==> src/source/fetch_pkg.sv <==
////////////////////////////////////////
// shared widths, thread count, reset PC stride and
// scheduler states for the two-thread fetch stage.
// every fetch module imports this package by wildcard
////////////////////////////////////////

package fetch_pkg;

	////////////////////////////////////////
	// threads
	////////////////////////////////////////

	localparam int THREAD_COUNT = 2;          // hardware threads sharing the memory port

	// index width, kept at one bit even for a single thread
	localparam int THREAD_IDX_WIDTH = (THREAD_COUNT > 1) ? $clog2(THREAD_COUNT) : 1;

	////////////////////////////////////////
	// addresses and instructions
	////////////////////////////////////////

	localparam int PC_WIDTH   = 64;
	localparam int INST_WIDTH = 32;

	// one memory word carries an instruction pair
	localparam int FETCH_BYTES = 8;
	localparam int MEM_WIDTH   = FETCH_BYTES * 8;
	localparam int ALIGN_BITS  = $clog2(FETCH_BYTES); // low address bits inside a word

	// thread t starts at t * stride
	localparam logic [PC_WIDTH-1:0] THREAD_BASE_STRIDE = 'h1000;

	////////////////////////////////////////
	// scheduler
	////////////////////////////////////////

	typedef enum logic [1:0]
	{
		SCHED_START,  // idle cycle after reset, nobody granted
		SCHED_SINGLE, // thread 0 fetches every cycle
		SCHED_ROTATE  // round-robin over all threads
	} sched_state_t;

endpackage
==> src/source/fetch_stage.sv <==
////////////////////////////////////////
// instruction fetch stage of the two-thread core.
// scheduler, one PC unit per thread and the selector
// around a shared combinational instruction memory port
////////////////////////////////////////
`timescale 1ns/10ps

module fetch_stage
	import fetch_pkg::*;
(
	input  logic                        clock,
	input  logic                        reset,
	input  logic                        two_threads,
	input  logic                        rs_stall,     // shared by all threads
	input  logic                        rat_stall,
	input  logic [THREAD_COUNT-1:0]     rob_stall,    // one per thread
	input  logic [THREAD_COUNT-1:0]     hazard_stall,
	input  logic [THREAD_COUNT-1:0]     branch_taken,
	input  logic [PC_WIDTH-1:0]         target_pc [THREAD_COUNT],
	input  logic [MEM_WIDTH-1:0]        imem_data,
	input  logic                        imem_valid,
	output logic [PC_WIDTH-1:0]         imem_addr,
	output logic [THREAD_IDX_WIDTH-1:0] fetch_thread,
	output logic [INST_WIDTH-1:0]       inst0,
	output logic [INST_WIDTH-1:0]       inst1,
	output logic                        inst0_valid,
	output logic                        inst1_valid,
	output logic [PC_WIDTH-1:0]         next_pc
);

	logic [THREAD_COUNT-1:0]     grant;
	logic [THREAD_IDX_WIDTH-1:0] last_thread;

	// per-unit results toward the selector
	logic [PC_WIDTH-1:0]     unit_fetch_addr [THREAD_COUNT];
	logic [INST_WIDTH-1:0]   unit_inst0 [THREAD_COUNT];
	logic [INST_WIDTH-1:0]   unit_inst1 [THREAD_COUNT];
	logic [THREAD_COUNT-1:0] unit_inst0_valid;
	logic [THREAD_COUNT-1:0] unit_inst1_valid;
	logic [PC_WIDTH-1:0]     unit_next_pc [THREAD_COUNT];

	thread_scheduler i_scheduler (
		.clock       (clock),
		.reset       (reset),
		.two_threads (two_threads),
		.grant       (grant),
		.last_thread (last_thread)
	);

	////////////////////////////////////////
	// one PC unit per thread
	////////////////////////////////////////

	for (genvar t = 0; t < THREAD_COUNT; t++)
	begin : g_thread
		thread_pc #(
			.THREAD_INDEX (t)
		) i_thread_pc (
			.clock        (clock),
			.reset        (reset),
			.fetch_enable (grant[t]),
			.branch_taken (branch_taken[t]),
			.target_pc    (target_pc[t]),
			.rs_stall     (rs_stall),
			.rat_stall    (rat_stall),
			.rob_stall    (rob_stall[t]),
			.hazard_stall (hazard_stall[t]),
			.imem_data    (imem_data),
			.imem_valid   (imem_valid),
			.fetch_addr   (unit_fetch_addr[t]),
			.inst0        (unit_inst0[t]),
			.inst1        (unit_inst1[t]),
			.inst0_valid  (unit_inst0_valid[t]),
			.inst1_valid  (unit_inst1_valid[t]),
			.next_pc      (unit_next_pc[t])
		);
	end

	fetch_select i_select (
		.grant            (grant),
		.last_thread      (last_thread),
		.unit_fetch_addr  (unit_fetch_addr),
		.unit_inst0       (unit_inst0),
		.unit_inst1       (unit_inst1),
		.unit_inst0_valid (unit_inst0_valid),
		.unit_inst1_valid (unit_inst1_valid),
		.unit_next_pc     (unit_next_pc),
		.imem_addr        (imem_addr),
		.fetch_thread     (fetch_thread),
		.inst0            (inst0),
		.inst1            (inst1),
		.inst0_valid      (inst0_valid),
		.inst1_valid      (inst1_valid),
		.next_pc          (next_pc)
	);

endmodule

==> src/source/fetch_select.sv <==
////////////////////////////////////////
// combinational routing around the thread units.
// memory address from the granted unit, results from
// the unit that fetched in the previous cycle
////////////////////////////////////////
`timescale 1ns/10ps

module fetch_select
	import fetch_pkg::*;
(
	input  logic [THREAD_COUNT-1:0]     grant,
	input  logic [THREAD_IDX_WIDTH-1:0] last_thread,
	input  logic [PC_WIDTH-1:0]         unit_fetch_addr [THREAD_COUNT],
	input  logic [INST_WIDTH-1:0]       unit_inst0 [THREAD_COUNT],
	input  logic [INST_WIDTH-1:0]       unit_inst1 [THREAD_COUNT],
	input  logic [THREAD_COUNT-1:0]     unit_inst0_valid,
	input  logic [THREAD_COUNT-1:0]     unit_inst1_valid,
	input  logic [PC_WIDTH-1:0]         unit_next_pc [THREAD_COUNT],
	output logic [PC_WIDTH-1:0]         imem_addr,
	output logic [THREAD_IDX_WIDTH-1:0] fetch_thread,
	output logic [INST_WIDTH-1:0]       inst0,
	output logic [INST_WIDTH-1:0]       inst1,
	output logic                        inst0_valid,
	output logic                        inst1_valid,
	output logic [PC_WIDTH-1:0]         next_pc
);

	////////////////////////////////////////
	// memory side
	////////////////////////////////////////

	// grant is one-hot or zero, zero address when idle
	always_comb
	begin
		imem_addr = '0;
		for (int t = 0; t < THREAD_COUNT; t++)
		begin
			if (grant[t])
			begin
				imem_addr = unit_fetch_addr[t];
			end
		end
	end

	////////////////////////////////////////
	// output side
	////////////////////////////////////////

	// the registered pair belongs to last cycle's grant
	assign fetch_thread = last_thread;
	assign inst0        = unit_inst0[last_thread];
	assign inst1        = unit_inst1[last_thread];
	assign inst0_valid  = unit_inst0_valid[last_thread];
	assign inst1_valid  = unit_inst1_valid[last_thread];
	assign next_pc      = unit_next_pc[last_thread];

endmodule

==> src/source/thread_scheduler.sv <==
////////////////////////////////////////
// decides each cycle which thread may fetch.
// one-hot grant out of a small state machine plus a
// rotation counter, and the index granted a cycle ago
////////////////////////////////////////
`timescale 1ns/10ps

module thread_scheduler
	import fetch_pkg::*;
(
	input  logic                        clock,
	input  logic                        reset,
	input  logic                        two_threads,
	output logic [THREAD_COUNT-1:0]     grant,
	output logic [THREAD_IDX_WIDTH-1:0] last_thread
);

	sched_state_t                state;
	sched_state_t                state_next;
	logic [THREAD_IDX_WIDTH-1:0] rot_index;      // thread granted while rotating
	logic [THREAD_IDX_WIDTH-1:0] rot_index_next;
	logic [THREAD_IDX_WIDTH-1:0] grant_index;

	// mode follows two_threads from the next edge on
	assign state_next = two_threads ? SCHED_ROTATE : SCHED_SINGLE;

	// rotation always restarts at thread 0 on entry
	always_comb
	begin
		if (state == SCHED_ROTATE && state_next == SCHED_ROTATE)
		begin
			if (rot_index == THREAD_IDX_WIDTH'(THREAD_COUNT - 1))
				rot_index_next = '0;
			else
				rot_index_next = rot_index + 1'b1;
		end
		else
		begin
			rot_index_next = '0;
		end
	end

	always_comb
	begin
		grant       = '0;
		grant_index = '0;
		case (state)
			SCHED_SINGLE:
			begin
				grant[0] = 1'b1;
			end
			SCHED_ROTATE:
			begin
				grant[rot_index] = 1'b1;
				grant_index      = rot_index;
			end
			default:
			begin
				grant = '0; // start cycle, nobody fetches
			end
		endcase
	end

	always_ff @(posedge clock)
	begin
		if (reset)
		begin
			state       <= SCHED_START;
			rot_index   <= '0;
			last_thread <= '0;
		end
		else
		begin
			state       <= state_next;
			rot_index   <= rot_index_next;
			last_thread <= grant_index; // steers the output selector next cycle
		end
	end

endmodule

==> src/source/thread_pc.sv <==
////////////////////////////////////////
// program counter of one hardware thread. merges the stalls,
// applies branch redirects, aligns the fetch address to the
// memory word and registers the returned instruction pair.
// one copy per thread, selected by THREAD_INDEX
////////////////////////////////////////
`timescale 1ns/10ps

module thread_pc
	import fetch_pkg::*;
#(
	parameter int THREAD_INDEX = 0
)
(
	input  logic                  clock,
	input  logic                  reset,
	input  logic                  fetch_enable,   // grant from the scheduler
	input  logic                  branch_taken,   // one-cycle redirect strobe
	input  logic [PC_WIDTH-1:0]   target_pc,
	input  logic                  rs_stall,
	input  logic                  rat_stall,
	input  logic                  rob_stall,
	input  logic                  hazard_stall,
	input  logic [MEM_WIDTH-1:0]  imem_data,
	input  logic                  imem_valid,
	output logic [PC_WIDTH-1:0]   fetch_addr,
	output logic [INST_WIDTH-1:0] inst0,
	output logic [INST_WIDTH-1:0] inst1,
	output logic                  inst0_valid,
	output logic                  inst1_valid,
	output logic [PC_WIDTH-1:0]   next_pc
);

	localparam logic [THREAD_IDX_WIDTH-1:0] thread_id = THREAD_IDX_WIDTH'(THREAD_INDEX);

	logic [PC_WIDTH-1:0] pc;
	logic [PC_WIDTH-1:0] pc_next;
	logic                any_stall;
	logic                fetch_fire;
	logic                upper_only;

	////////////////////////////////////////
	// fetch decision
	////////////////////////////////////////

	assign any_stall  = rs_stall | rat_stall | rob_stall | hazard_stall;

	// a redirect squashes whatever fetch was going on this cycle
	assign fetch_fire = fetch_enable & ~any_stall & imem_valid & ~branch_taken;

	// pc points at the upper half of the pair
	assign upper_only = pc[ALIGN_BITS-1];

	// memory only sees word-aligned addresses
	assign fetch_addr = {pc[PC_WIDTH-1:ALIGN_BITS], {ALIGN_BITS{1'b0}}};

	assign next_pc = pc;

	// the word after the fetched one covers both cases,
	// pc + 8 when aligned and pc + 4 from the upper half
	always_comb
	begin
		if (branch_taken)
		begin
			pc_next = target_pc;
		end
		else if (fetch_fire)
		begin
			pc_next = fetch_addr + PC_WIDTH'(FETCH_BYTES);
		end
		else
		begin
			pc_next = pc;
		end
	end

	////////////////////////////////////////
	// registers
	////////////////////////////////////////

	always_ff @(posedge clock)
	begin
		if (reset)
		begin
			pc          <= PC_WIDTH'(thread_id) * THREAD_BASE_STRIDE;
			inst0_valid <= 1'b0;
			inst1_valid <= 1'b0;
		end
		else
		begin
			pc          <= pc_next;
			inst0_valid <= fetch_fire & ~upper_only; // lower slot dropped when misaligned
			inst1_valid <= fetch_fire;
		end
	end

	// instruction pair, only meaningful under the valids
	always_ff @(posedge clock)
	begin
		if (fetch_fire)
		begin
			inst0 <= imem_data[INST_WIDTH-1:0];
			inst1 <= imem_data[MEM_WIDTH-1:INST_WIDTH];
		end
	end

endmodule

==> config.mk <==
export PLATFORM = sky130hd
export DESIGN_NAME = fetch_stage
export DESIGN_NICKNAME = d
export VERILOG_FILES = /design/src/source/fetch_pkg.sv /design/src/source/fetch_stage.sv /design/src/source/fetch_select.sv /design/src/source/thread_scheduler.sv /design/src/source/thread_pc.sv
export SDC_FILE = /design/constraint.sdc
export NUM_CORES = 1
export LEC_CHECK = 0
export ABC_AREA = 1
export BUFFER_PORTS_ARGS = -buffer_cell sky130_fd_sc_hd__clkbuf_2
export CAP_MARGIN = 40
export CELL_PAD_IN_SITES_DETAIL_PLACEMENT = 2
export CELL_PAD_IN_SITES_GLOBAL_PLACEMENT = 2
export CORE_MARGIN = 2
export CORE_UTILIZATION = 32
export DETAILED_ROUTE_END_ITERATION = 7
export MAX_ROUTING_LAYER = met4
export PLACE_DENSITY = 0.87
export SYNTH_ARGS = -nofsm -noshare
export SYNTH_HDL_FRONTEND = slang
export SYNTH_SLANG_ARGS = --single-unit
==> constraint.sdc <==
create_clock -name clock -period 7.1 [get_ports clock]
set_input_delay 1.065 -clock clock [delete_from_list [all_inputs] [get_ports clock]]
set_output_delay 1.065 -clock clock [all_outputs]
set_load 0.1 [all_outputs]
==> results of run 1 <==
worst max path at each step:
stage,startpoint,end,slack (ns),cells after the start
after global placement,rs_stall,g_thread[1].i_thread_pc.next_pc[60],3.23,11
final,i_scheduler.state[0],imem_addr[55],2.77,7
after floorplan,i_scheduler.last_thread,next_pc[57],2.75,3
after CTS,i_scheduler.state[0],imem_addr[55],2.77,7
after global routing,i_scheduler.state[0],imem_addr[55],2.61,7
after detailed placement,rs_stall,g_thread[1].i_thread_pc.next_pc[58],3.17,11
stage by stage:
stage	area [um^2]	utilization (%)
after floorplan	15700	-
after global placement	18200	37.4
after detailed placement	18200	37.5
after CTS	19300	39.7
after global routing	19300	39.7
final	19300	39.7
sequential cells by signal (all words and copies together) (netlist names):
| name | flops |
|---|---|
| g_thread.i_thread_pc.inst0 | 64 |
| g_thread.i_thread_pc.inst0_valid | 2 |
| g_thread.i_thread_pc.inst1 | 64 |
| g_thread.i_thread_pc.inst1_valid | 2 |
| g_thread.i_thread_pc.next_pc | 128 |
| i_scheduler.last_thread | 1 |
| i_scheduler.rot_index | 1 |
| i_scheduler.state | 2 |
routing by layer:
metal | vias up | GRT usage, % | part of all wire, %
met5 | - | - | 0
met4 | 0 | 13.4 | 4.5
met3 | 161 | 4.55 | 6.1
met2 | 616 | 55.3 | 48
met1 | 8515 | 39.3 | 41
li1 | 7675 | - | -
cells in the mapped netlist, drive strengths merged:
cell | instances | area [um^2]
a21oi | 54 | 270
a22o | 2 | 17.5
a31oi | 19 | 119
and2 | 3 | 21.3
buf | 36 | 194
clkbuf | 59 | 223
clkinv | 2 | 7.51
conb | 1 | 3.75
dfxtp | 136 | 2720
edfxtp | 128 | 3840
ha | 4 | 50.1
inv | 212 | 796
mux2 | 66 | 743
nand2 | 590 | 2280
nand3 | 172 | 913
nand3b | 5 | 37.5
nand4 | 33 | 213
nor2 | 202 | 968
nor2b | 1 | 13.8
nor3 | 41 | 280
nor3b | 2 | 15.0
nor4 | 1 | 6.26
o211ai | 3 | 22.5
o21a | 2 | 15.0
o21ai | 273 | 1370
o21bai | 1 | 7.51
o221ai | 1 | 8.76
o2bb2ai | 1 | 8.76
o31ai | 1 | 7.51
or2 | 1 | 6.26
xnor2 | 3 | 26.3
xor2 | 56 | 490
logic make-up after synthesis:
kind of cell             count (synthesis)  share of synthesized area, %
other                                    1                        0.0239
flip-flops                             264                          41.8
buffers and inverters                  309                          7.77
adder cells (fa/ha/maj)                  4                         0.319
multiplexers                            66                          4.73
AND/OR/NAND/NOR                       1051                          30.3
AO/OA/AOI/OAI                          357                          11.8
XOR/XNOR                                59                          3.29
critical path, stage by stage (launching register included):
cell and delay, ns:
dfxtp_1 0.34, inv_1 0.05, ha_1 0.24, nand2_4 0.43
buf_4 0.67, nand3_1 0.16, o21ai_0 0.19, clkbuf_2 0.52
area by class of cell:
cell class	instances	area share (%)
multi-input cells	1540	41.1
flip-flops and latches	264	34.0
repair buffers	411	11.2
clock buffers	38	4.26
inverters	214	4.17
well taps	622	4.03
clock inverters	20	1.15
diodes	3	0.0389
report_power, final:
group | internal [mW] | leakage [nW] | switching [mW]
combinational | 0.128 | 4.90 | 0.463
clock | 0.971 | 0.517 | 0.737
sequential | 1.64 | 2.27 | 0.0899
total | 2.74 | 7.69 | 1.29
==> impl_results.md, run 1 <==
* Post_cts resized at 0
* Min-delay src: g_thread[1].i_thread_pc.next_pc[2]
* Most frequent cells in the layout: nand2_1 (569), clkbuf_2 (395), o21ai_0 (253)
* Yosys cell types at 48
* Commonest non-fill, non-tap cell in the layout: nand2_1
* Clock root cell: clkbuf_16
* CP endpoint kind: primary output
* IO Pins at between 300 and 400
* Post-synth design cell area at 0.0157 mm^2
* Initial antenna violation count at 3
* Hold Crit Depth at 1
* CP Launch Type: flop
* Setup Buffers After CTS at 0
* Worst r2r src: i_scheduler.state[0]
* Final #Nets at around 2700
* WL/cell at roughly 27 um
* Period utilisation layout at 61.1%
* Pwr per Cell Area at 209 mW/mm^2
* CP Data Arrival Time at 3.27 ns
* Fraction of layout cells with a size suffix above 1 at 25.3%
* Total power at around 4.0 mW
* Crit-path max FO at 70
* Pins Over Slew Limit at 0
* Largest net degree at the start of global routing at 196
* Post-synthesis sequential area ratio at 41.8%
* Layout Cells excl Fill at 3112
* Std-Cell Rows at 81
* Reg area at 0.00657 mm^2
* Vias/cell at roughly 5.5
* Unrepaired setup endpoints after global routing: no
* Post-route setup slack at 2.77 ns
* Buffers from clock root to sink, at most at 3
* DRT Pass-1 Iters at 5
* Leakage Power at about 7.7 nW
* GPL Wtd Cong at 0.946
* Total grt overflow at 0
* GRT Total Usage at approximately a third
* Worst slack, placed at 3.17 ns
* Routed WL at 82.7 mm
* Die area at 0.0509 mm^2
* Die width at 226 um
* R2r setup slk at 3.42 ns
* Die height at 226 um
* Min-delay worst type: reg -> reg
* Number of synthesized register bits at 264
* Synthesis Warnings at 0
* Antenna-violating nets left at 0
* Setup CP Type: reg -> out
* Hold slack at 0.463 ns
* Final TNS setup at 0 ns
* Worst Tran Pin Value at roughly 0.98 ns
* Peak VDD IR at between 0.00015 and 0.0002 V
* Vias at 17000
* Crit path time final at 4.33 ns
* CTS Hold Bufs at 0
* Clock skew at between 0.03 and 0.04 ns
* Post-Synthesis Cells at 2111
* Input/output buffers at slightly below 400
* Iter 0 DRT Violations at 1230
* Fin. Hold Viols at 0
* Global-route wire length before repair at 120 mm
* CTS clock-pin slew for the worst setup and hold paths at about 0.07 ns
* Hold endpoint: g_thread[1].i_thread_pc.inst0_valid
* Clock Latency Late Sink at 0.62 ns
* Cells after DPL at 3051
* Slew HR at 34.5%
* R2R depth at 13
* Drt drc at 0
* Filler cells at around 5700
* Status: finished, final reports clean
* End of the worst register-to-register path: g_thread[0].i_thread_pc.next_pc[27]
* CTS Buf Count at 31
* H-tree depth at 1
* CTS tree: yes
* Maximum clock rate at 0.231 GHz
* Syn-to-layout area delta at 22.9%
* Vias in the first global route at 18200
* Final-report setup violation count at 0
* Core area at 0.0486 mm^2
* CTS sink count at 264
* Footprint of the multi-input gates at 0.00793 mm^2
* Initial core utilization at 32.3%
* CP required at slightly above 6 ns
* Mean Syn Cell Area at around 7.4 um^2
* Hpwl dp at between 60 and 70 mm
* Max-cap violations at 0
No activity file was read; power rests on OpenSTA's default activity.
==> run 2: changes to the inputs <==
--- a/config.mk
+++ b/config.mk
@@ -5,7 +5,7 @@
 export SDC_FILE = /design/constraint.sdc
 export NUM_CORES = 1
 export LEC_CHECK = 0
-export ABC_AREA = 1
+export ABC_AREA = 0
 export BUFFER_PORTS_ARGS = -buffer_cell sky130_fd_sc_hd__clkbuf_2
 export CAP_MARGIN = 40
 export CELL_PAD_IN_SITES_DETAIL_PLACEMENT = 2
@@ -14,7 +14,7 @@
 export CORE_UTILIZATION = 32
 export DETAILED_ROUTE_END_ITERATION = 7
 export MAX_ROUTING_LAYER = met4
-export PLACE_DENSITY = 0.87
+export PLACE_DENSITY = 0.82
 export SYNTH_ARGS = -nofsm -noshare
 export SYNTH_HDL_FRONTEND = slang
 export SYNTH_SLANG_ARGS = --single-unit
==> constraint.sdc (replaced) <==
create_clock -name clock -period 4.5 [get_ports clock]
set_input_delay 0.675 -clock clock [delete_from_list [all_inputs] [get_ports clock]]
set_output_delay 0.675 -clock clock [all_outputs]
set_load 0.1 [all_outputs]
==> run 2 against run 1 <==
  * Via count fell by 25%
  * Critical path depth did not move
  * Cell count fell by 24%
  * First-iteration DRC count fell by 33%
  * Largest power group unchanged
==> impl_results.md, run 2 <==
* Most numerous cell in the Yosys netlist: nand2_1
* Core area at 0.0429 mm^2
* Post-synth design cell area at approximately 0.014 mm^2
* Std-Cell Rows at 76
* Setup CP Type: reg -> out
* Yosys cell types at 61
* Clock Latency Late Sink at 0.58 ns
* Vias/cell at approximately 5.3
* Global Route met2 Usage at between 40% and 50%
* Filler cells at 4700
* Drt drc at 0
* Syn-to-layout area delta at 27.1%
* Final TNS setup at 0 ns
* Footprint of the multi-input gates at 0.00683 mm^2
* Min-delay src: two_threads
* End of the worst register-to-register path: g_thread[0].i_thread_pc.next_pc[51]
* Iter 0 DRT Violations at 826
* Main combinational cell family by area after synthesis: simple AND/OR/NAND/NOR gates
* Largest net degree at the start of global routing at 70
* CTS Buf Count at 31
* Ys flop type: dfxtp_1
* Post_cts resized at 0
* Most frequent cells in the layout: clkbuf_2 (394), nand2_1 (163), dfxtp_1 (135)
* Hpwl dp at 45.5 mm
* GRT busiest layer: met2
* Ys async rst share at 0%
* Commonest non-fill, non-tap cell in the layout: clkbuf_2
* Reg area at 0.00657 mm^2
* CTS tree: yes
* Initial core utilization at around 32%
* Routed WL at 59.9 mm
* Synth Area in Simple Gates at 20.2%
* Status: finished, final reports clean
* Fraction of layout cells with a size suffix above 1 at 35.3%
* Mean Syn Cell Area at 9.88 um^2
* Peak VDD IR at approximately 0.00035 V
* Number of enable flip-flop cells after synthesis at 128
* Fin. Hold Viols at 0
* Hold Crit Depth at 2
* Complex-gate fraction of the synthesized area at 9.02%
* Synth area leader: edfxtp_1
* Clock skew at slightly above 0.01 ns
* Final #Nets at 1964
* Final-report setup violation count at 0
* CP Data Arrival Time at 3.18 ns
* Worst Tran Pin Value at 0.917 ns
* Total power at 6.25 mW
* CP Launch Type: flop
* Vias in the first global route at between 10000 and 15000
* Post-Synthesis Cells at 1398
* Die area at 0.0449 mm^2
* Period utilisation layout at 85.7%
* Die height at 212 um
* Max-cap violations at 0
* Initial antenna violation count at 15
* Total grt overflow at 0
* Synth cell count leaders: nand2_1 (164), dfxtp_1 (136), edfxtp_1 (128)
* Input/output buffers at 395
* Vias at ~13000
* Clock root cell: clkbuf_16
* Antenna-violating nets left at 0
* Adder-cell share of the synthesized area at 0.362%
* CTS sink count at 264
* H-tree depth at 1
* Post-synthesis sequential area ratio at 47.5%
* GPL Wtd Cong at between 0.8 and 0.9
* Crit-path max FO at 27
* WL/cell at 25.2 um
* CTS clock-pin slew for the worst setup and hold paths at 0.06 ns
* CP endpoint kind: primary output
* Worst r2r src: i_scheduler.state[0]
* Leakage Power at 6.93 nW
* Pins Over Slew Limit at 0
* Min-delay worst type: in -> reg
* Setup Buffers After CTS at 0
* IO Pins at between 300 and 400
* Global-route wire length before repair at 89.1 mm
* Die width at 212 um
* Main area contributors after synthesis: edfxtp_1 (28%), dfxtp_1 (20%), mux2_2 (10%), nand2_1 (4.5%), xnor2_1 (3.7%)
* DRT Pass-1 Iters at 5
* CP required at 3.83 ns
* Number of synthesized register bits at 264
* Grt met1 use at 33.4%
* CTS Hold Bufs at 0
* Synthesis Warnings at 0
* R2R depth at 9
* R2r setup slk at 1.43 ns
* Buffers from clock root to sink, at most at 3
* Post-synthesis mux area share at between 10% and 20%
* Global Route met3 Usage at 6.08%
* Pwr per Cell Area at 356 mW/mm^2
* GRT Total Usage at between 20% and 30%
* Unrepaired setup endpoints after global routing: no
* Slew HR at between 30% and 40%
* XOR/XNOR Fraction of Synth Area at under 10%
* Max reg flops at 128
* Crit path time final at 3.86 ns
* Top-area cell type share of the netlist area at between 20 and 30%
* Maximum clock rate at 0.259 GHz
* Hold endpoint: i_scheduler.state[0]
[run 2: cell count changes after synthesis, moves of 55 or more]
| cell | change |
|---|---|
| nand2_1 | -406 |
| inv_1 | -176 |
| o21ai_0 | -184 |
| xnor2_1 | +55 |
| mux2_2 | +57 |
| nand3_1 | -115 |
[run 2: area by class of cell]
type | count | share of cell area [%]
Clock buffer | 35 | 4.50
Timing Repair Buffer | 421 | 13.0
Inverter | 22 | 0.477
Sequential cell | 264 | 37.4
Clock inverter | 20 | 1.30
Antenna cell | 14 | 0.200
Multi-Input combinational cell | 1016 | 38.9
Tap cell | 585 | 4.17
[run 2: per-layer routing]
layer  part of all wire (%)  up-vias
met5                      0        -
met4                    2.9        0
met3                    6.9       96
met2                     47      452
met1                     43     6351
li1                       -     5814
[run 2: worst max-delay path by stage]
stage,from,to,cells after the start
after floorplan,i_scheduler.state[0],imem_addr[37],6
after global placement,rat_stall,g_thread[0].i_thread_pc.next_pc[51],9
after detailed placement,rat_stall,g_thread[0].i_thread_pc.next_pc[51],9
after CTS,i_scheduler.state[0],imem_addr[5],7
after global routing,i_scheduler.state[0],imem_addr[40],7
final,i_scheduler.state[0],imem_addr[5],7
[run 2: metrics by stage]
stage / setup WS [ns] / std cells / utilization [%] / cell area [um^2] / hold slack, ns
after floorplan: 0.472 / 1400 / - / 13800 / 0.401
after global placement: 1.30 / 2302 / 38.2 / 16400 / 0.472
after detailed placement: 1.31 / 2308 / 38.5 / 16500 / 0.480
after CTS: 0.668 / 2363 / 40.9 / 17500 / 0.242
after global routing: 0.494 / 2377 / 40.9 / 17600 / 0.266
final: 0.645 / 2377 / 40.9 / 17600 / 0.273
[run 2: where the power goes]
group	total, mW	switching [mW]	internal, mW
Clock	2.60	1.07	1.54
Sequential	2.75	0.156	2.59
Combinational	0.899	0.663	0.237
Total	6.25	1.88	4.36
[run 2: kinds of logic (layout without fill, tap and decap cells)]
logic type      after synthesis  after routing
compound gates              205            205
xor+xnor                    111            111
fa+ha+maj                     4              4
buf+inv                     120            498
flops                       264            264
mux                         155            155
other cells                   1             17
simple gates                538            538
[run 2: critical path, stage by stage, from the launching register on]
cell	delay, ns
dfxtp_1	0.33
inv_1	0.08
ha_1	0.23
nor2b_1	0.47
o21ai_4	0.24
buf_4	0.30
o21ai_0	0.42
clkbuf_2	0.54
==> run 3: changes to the inputs <==
==> constraint.sdc (replaced) <==
create_clock -name clock -period 3.56 [get_ports clock]
set_input_delay 0.534 -clock clock [delete_from_list [all_inputs] [get_ports clock]]
set_output_delay 0.534 -clock clock [all_outputs]
set_load 0.1 [all_outputs]
==> run 3 against run 2 <==
  * Critical path depth did not move
  * Via count is 2.1% higher
  * Non-clock buffer count up 8
  * Largest power group is now the clock network
  * Largest cell class unchanged
==> impl_results.md, run 3 (synthesis results as in run 2) <==
* Syn-to-layout area delta at 28.6%
* GRT Total Usage at ~28%
* Initial core utilization at around 32%
* Vias/cell at 5.43
* End of the worst register-to-register path: g_thread[1].i_thread_pc.next_pc[53]
* Fraction of layout cells with a size suffix above 1 at 36.0%
* Die area at 0.0449 mm^2
* CTS sink count at 264
* Hold endpoint: g_thread[0].i_thread_pc.inst0[11]
* Final-report setup violation count at 0
* Peak VDD IR at 0.000511 V
* IO Pins at 399
* Most used cell, CP: inv_1
* CP Launch Type: flop
* Pwr per Cell Area at 470 mW/mm^2
* Crit path time final at 3.48 ns
* Pins Over Slew Limit at 0
* Die height at 212 um
* CTS Hold Bufs at 0
* Vias at 13000
* Critical-path top delay cell: clkbuf_2
* Hold Crit Depth at 1
* Min-delay src: imem_data[11]
* Total grt overflow at 0
* Cell area after layout at 0.0178 mm^2
* CTS clock-pin slew for the worst setup and hold paths at 0.06 ns
* Fin. Hold Viols at 0
* Max-cap violations at 0
* CTS Buf Count at 34
* Status: finished, final reports clean
* Vias in the first global route at 14100
* Commonest non-fill, non-tap cell in the layout: clkbuf_2
* Clock Latency Late Sink at roughly 0.55 ns
* CP Cell Sequence: inv_1 -> ha_1 -> inv_1 -> o21ai_4 -> buf_4 -> o21ai_1 -> clkbuf_2
* Leakage Power at 7.05 nW
* Drt drc at 0
* Global-route wire length before repair at 90.6 mm
* Initial antenna violation count at 10
* Final #Nets at 1976
* CP Data Arrival Time at 2.95 ns
* Setup CP Type: reg -> out
* Buffers from clock root to sink, at most at 3
* Min-delay worst type: in -> reg
* Std-Cell Rows at 76
* Filler cells at roughly 4700
* Input/output buffers at slightly below 400
* R2R depth at 6
* WL/cell at around 26 um
* CTS tree: yes
* Slew HR at between 40% and 50%
* H-tree depth at 2
* CP endpoint kind: primary output
* Worst r2r src: g_thread[1].i_thread_pc.next_pc[10]
* Final TNS setup at 0 ns
* Antenna-violating nets left at 0
* Hpwl dp at between 40 and 50 mm
* Period utilisation layout at 97.8%
* Routed WL at roughly 61 mm
* CP peak stage delay at 0.53 ns
* Core area at 0.0429 mm^2
* CP required at a little over 3 ns
* R2r setup slk at 0.62 ns
* Clock root cell: clkbuf_16
* DRT Pass-1 Iters at 5
* Die width at 212 um
* Max reg flops at about 130
* Maximum clock rate at 0.287 GHz
* Worst Tran Pin Value at 0.840 ns
* Iter 0 DRT Violations at 883
* Most frequent cells in the layout: clkbuf_2 (393), nand2_1 (163), dfxtp_1 (135)
* Largest net degree at the start of global routing at 65
* Placed cell area at 0.0165 mm^2
* Total power at 8.36 mW
* Unrepaired setup endpoints after global routing: no
* Crit-path max FO at 24
* Clock skew at approximately 0.027 ns
* GPL Wtd Cong at roughly 1
-- run 3: cell types whose count changed in the layout (fill, tap and decap cells not counted), sizes merged, moves of 3 or more --
| cell | delta |
|---|---|
| diode | -3 |
| clkbuf | +11 |
| buf | +9 |
| clkinvlp | -3 |
-- run 3: worst max-delay path by stage --
stage                                    start       endpoint  cells after the start
final                     i_scheduler.state[0]   imem_addr[6]                      7
after detailed placement  i_scheduler.state[0]   imem_addr[5]                      7
after global routing      i_scheduler.state[0]   imem_addr[5]                      7
after global placement    i_scheduler.state[0]   imem_addr[5]                      7
after floorplan           i_scheduler.state[0]  imem_addr[37]                      6
after CTS                 i_scheduler.state[0]   imem_addr[5]                      7
-- run 3: power by group --
part           internal, mW  switching [mW]
Sequential             3.27           0.187
Clock                  2.31            1.42
Combinational         0.303           0.860
Total                  5.89            2.47
-- run 3: final cells by class --
type                    count  area [um^2]  area share (%)
diodes                     11         27.5           0.155
clock buffers              46          990            5.57
clock inverters            16          204            1.15
inverters                  22         83.8           0.472
multi-input cells        1017         6850            38.5
flip-flops and latches    264         6570            37.0
well taps                 585          732            4.12
repair buffers            429         2320            13.1
-- run 3: metal layers --
layer / vias to the layer above / wire (um) / GRT usage [%]
met2: 518 / 29600 / 45.8
met4: 0 / 1680 / 8.89
met5: - / 0 / -
met1: 6516 / 24900 / 34.2
li1: 5849 / - / -
met3: 101 / 4960 / 6.57
-- run 3: worst max-delay path, delay by kind of cell (launching register included) --
family          cells  cell delay (ns)
flops               1             0.33
compound gates      2             0.58
fa+ha+maj           1             0.31
buf+inv             4             1.17
-- run 3: through the flow --
step | std cells | utilization [%] | hold slack [ns] | setup WS [ns]
floorplan | 1400 | - | 0.401 | -0.327
CTS | 2379 | 41.4 | 0.148 | 0.0217
global route | 2388 | 41.4 | 0.156 | 0.0239
global placement | 2315 | 38.5 | 0.419 | 0.473
detailed placement | 2316 | 38.5 | 0.431 | 0.407
finish | 2390 | 41.4 | 0.180 | 0.0777
-- run 3: timing repair --
item | 4_1_cts | 5_1_grt
pin swaps | 1 | 0
buffers inserted | 0 | 0
setup endpoints to repair | 6 | 3
cloned | 1 | 0
gates resized for setup | 2 | 1
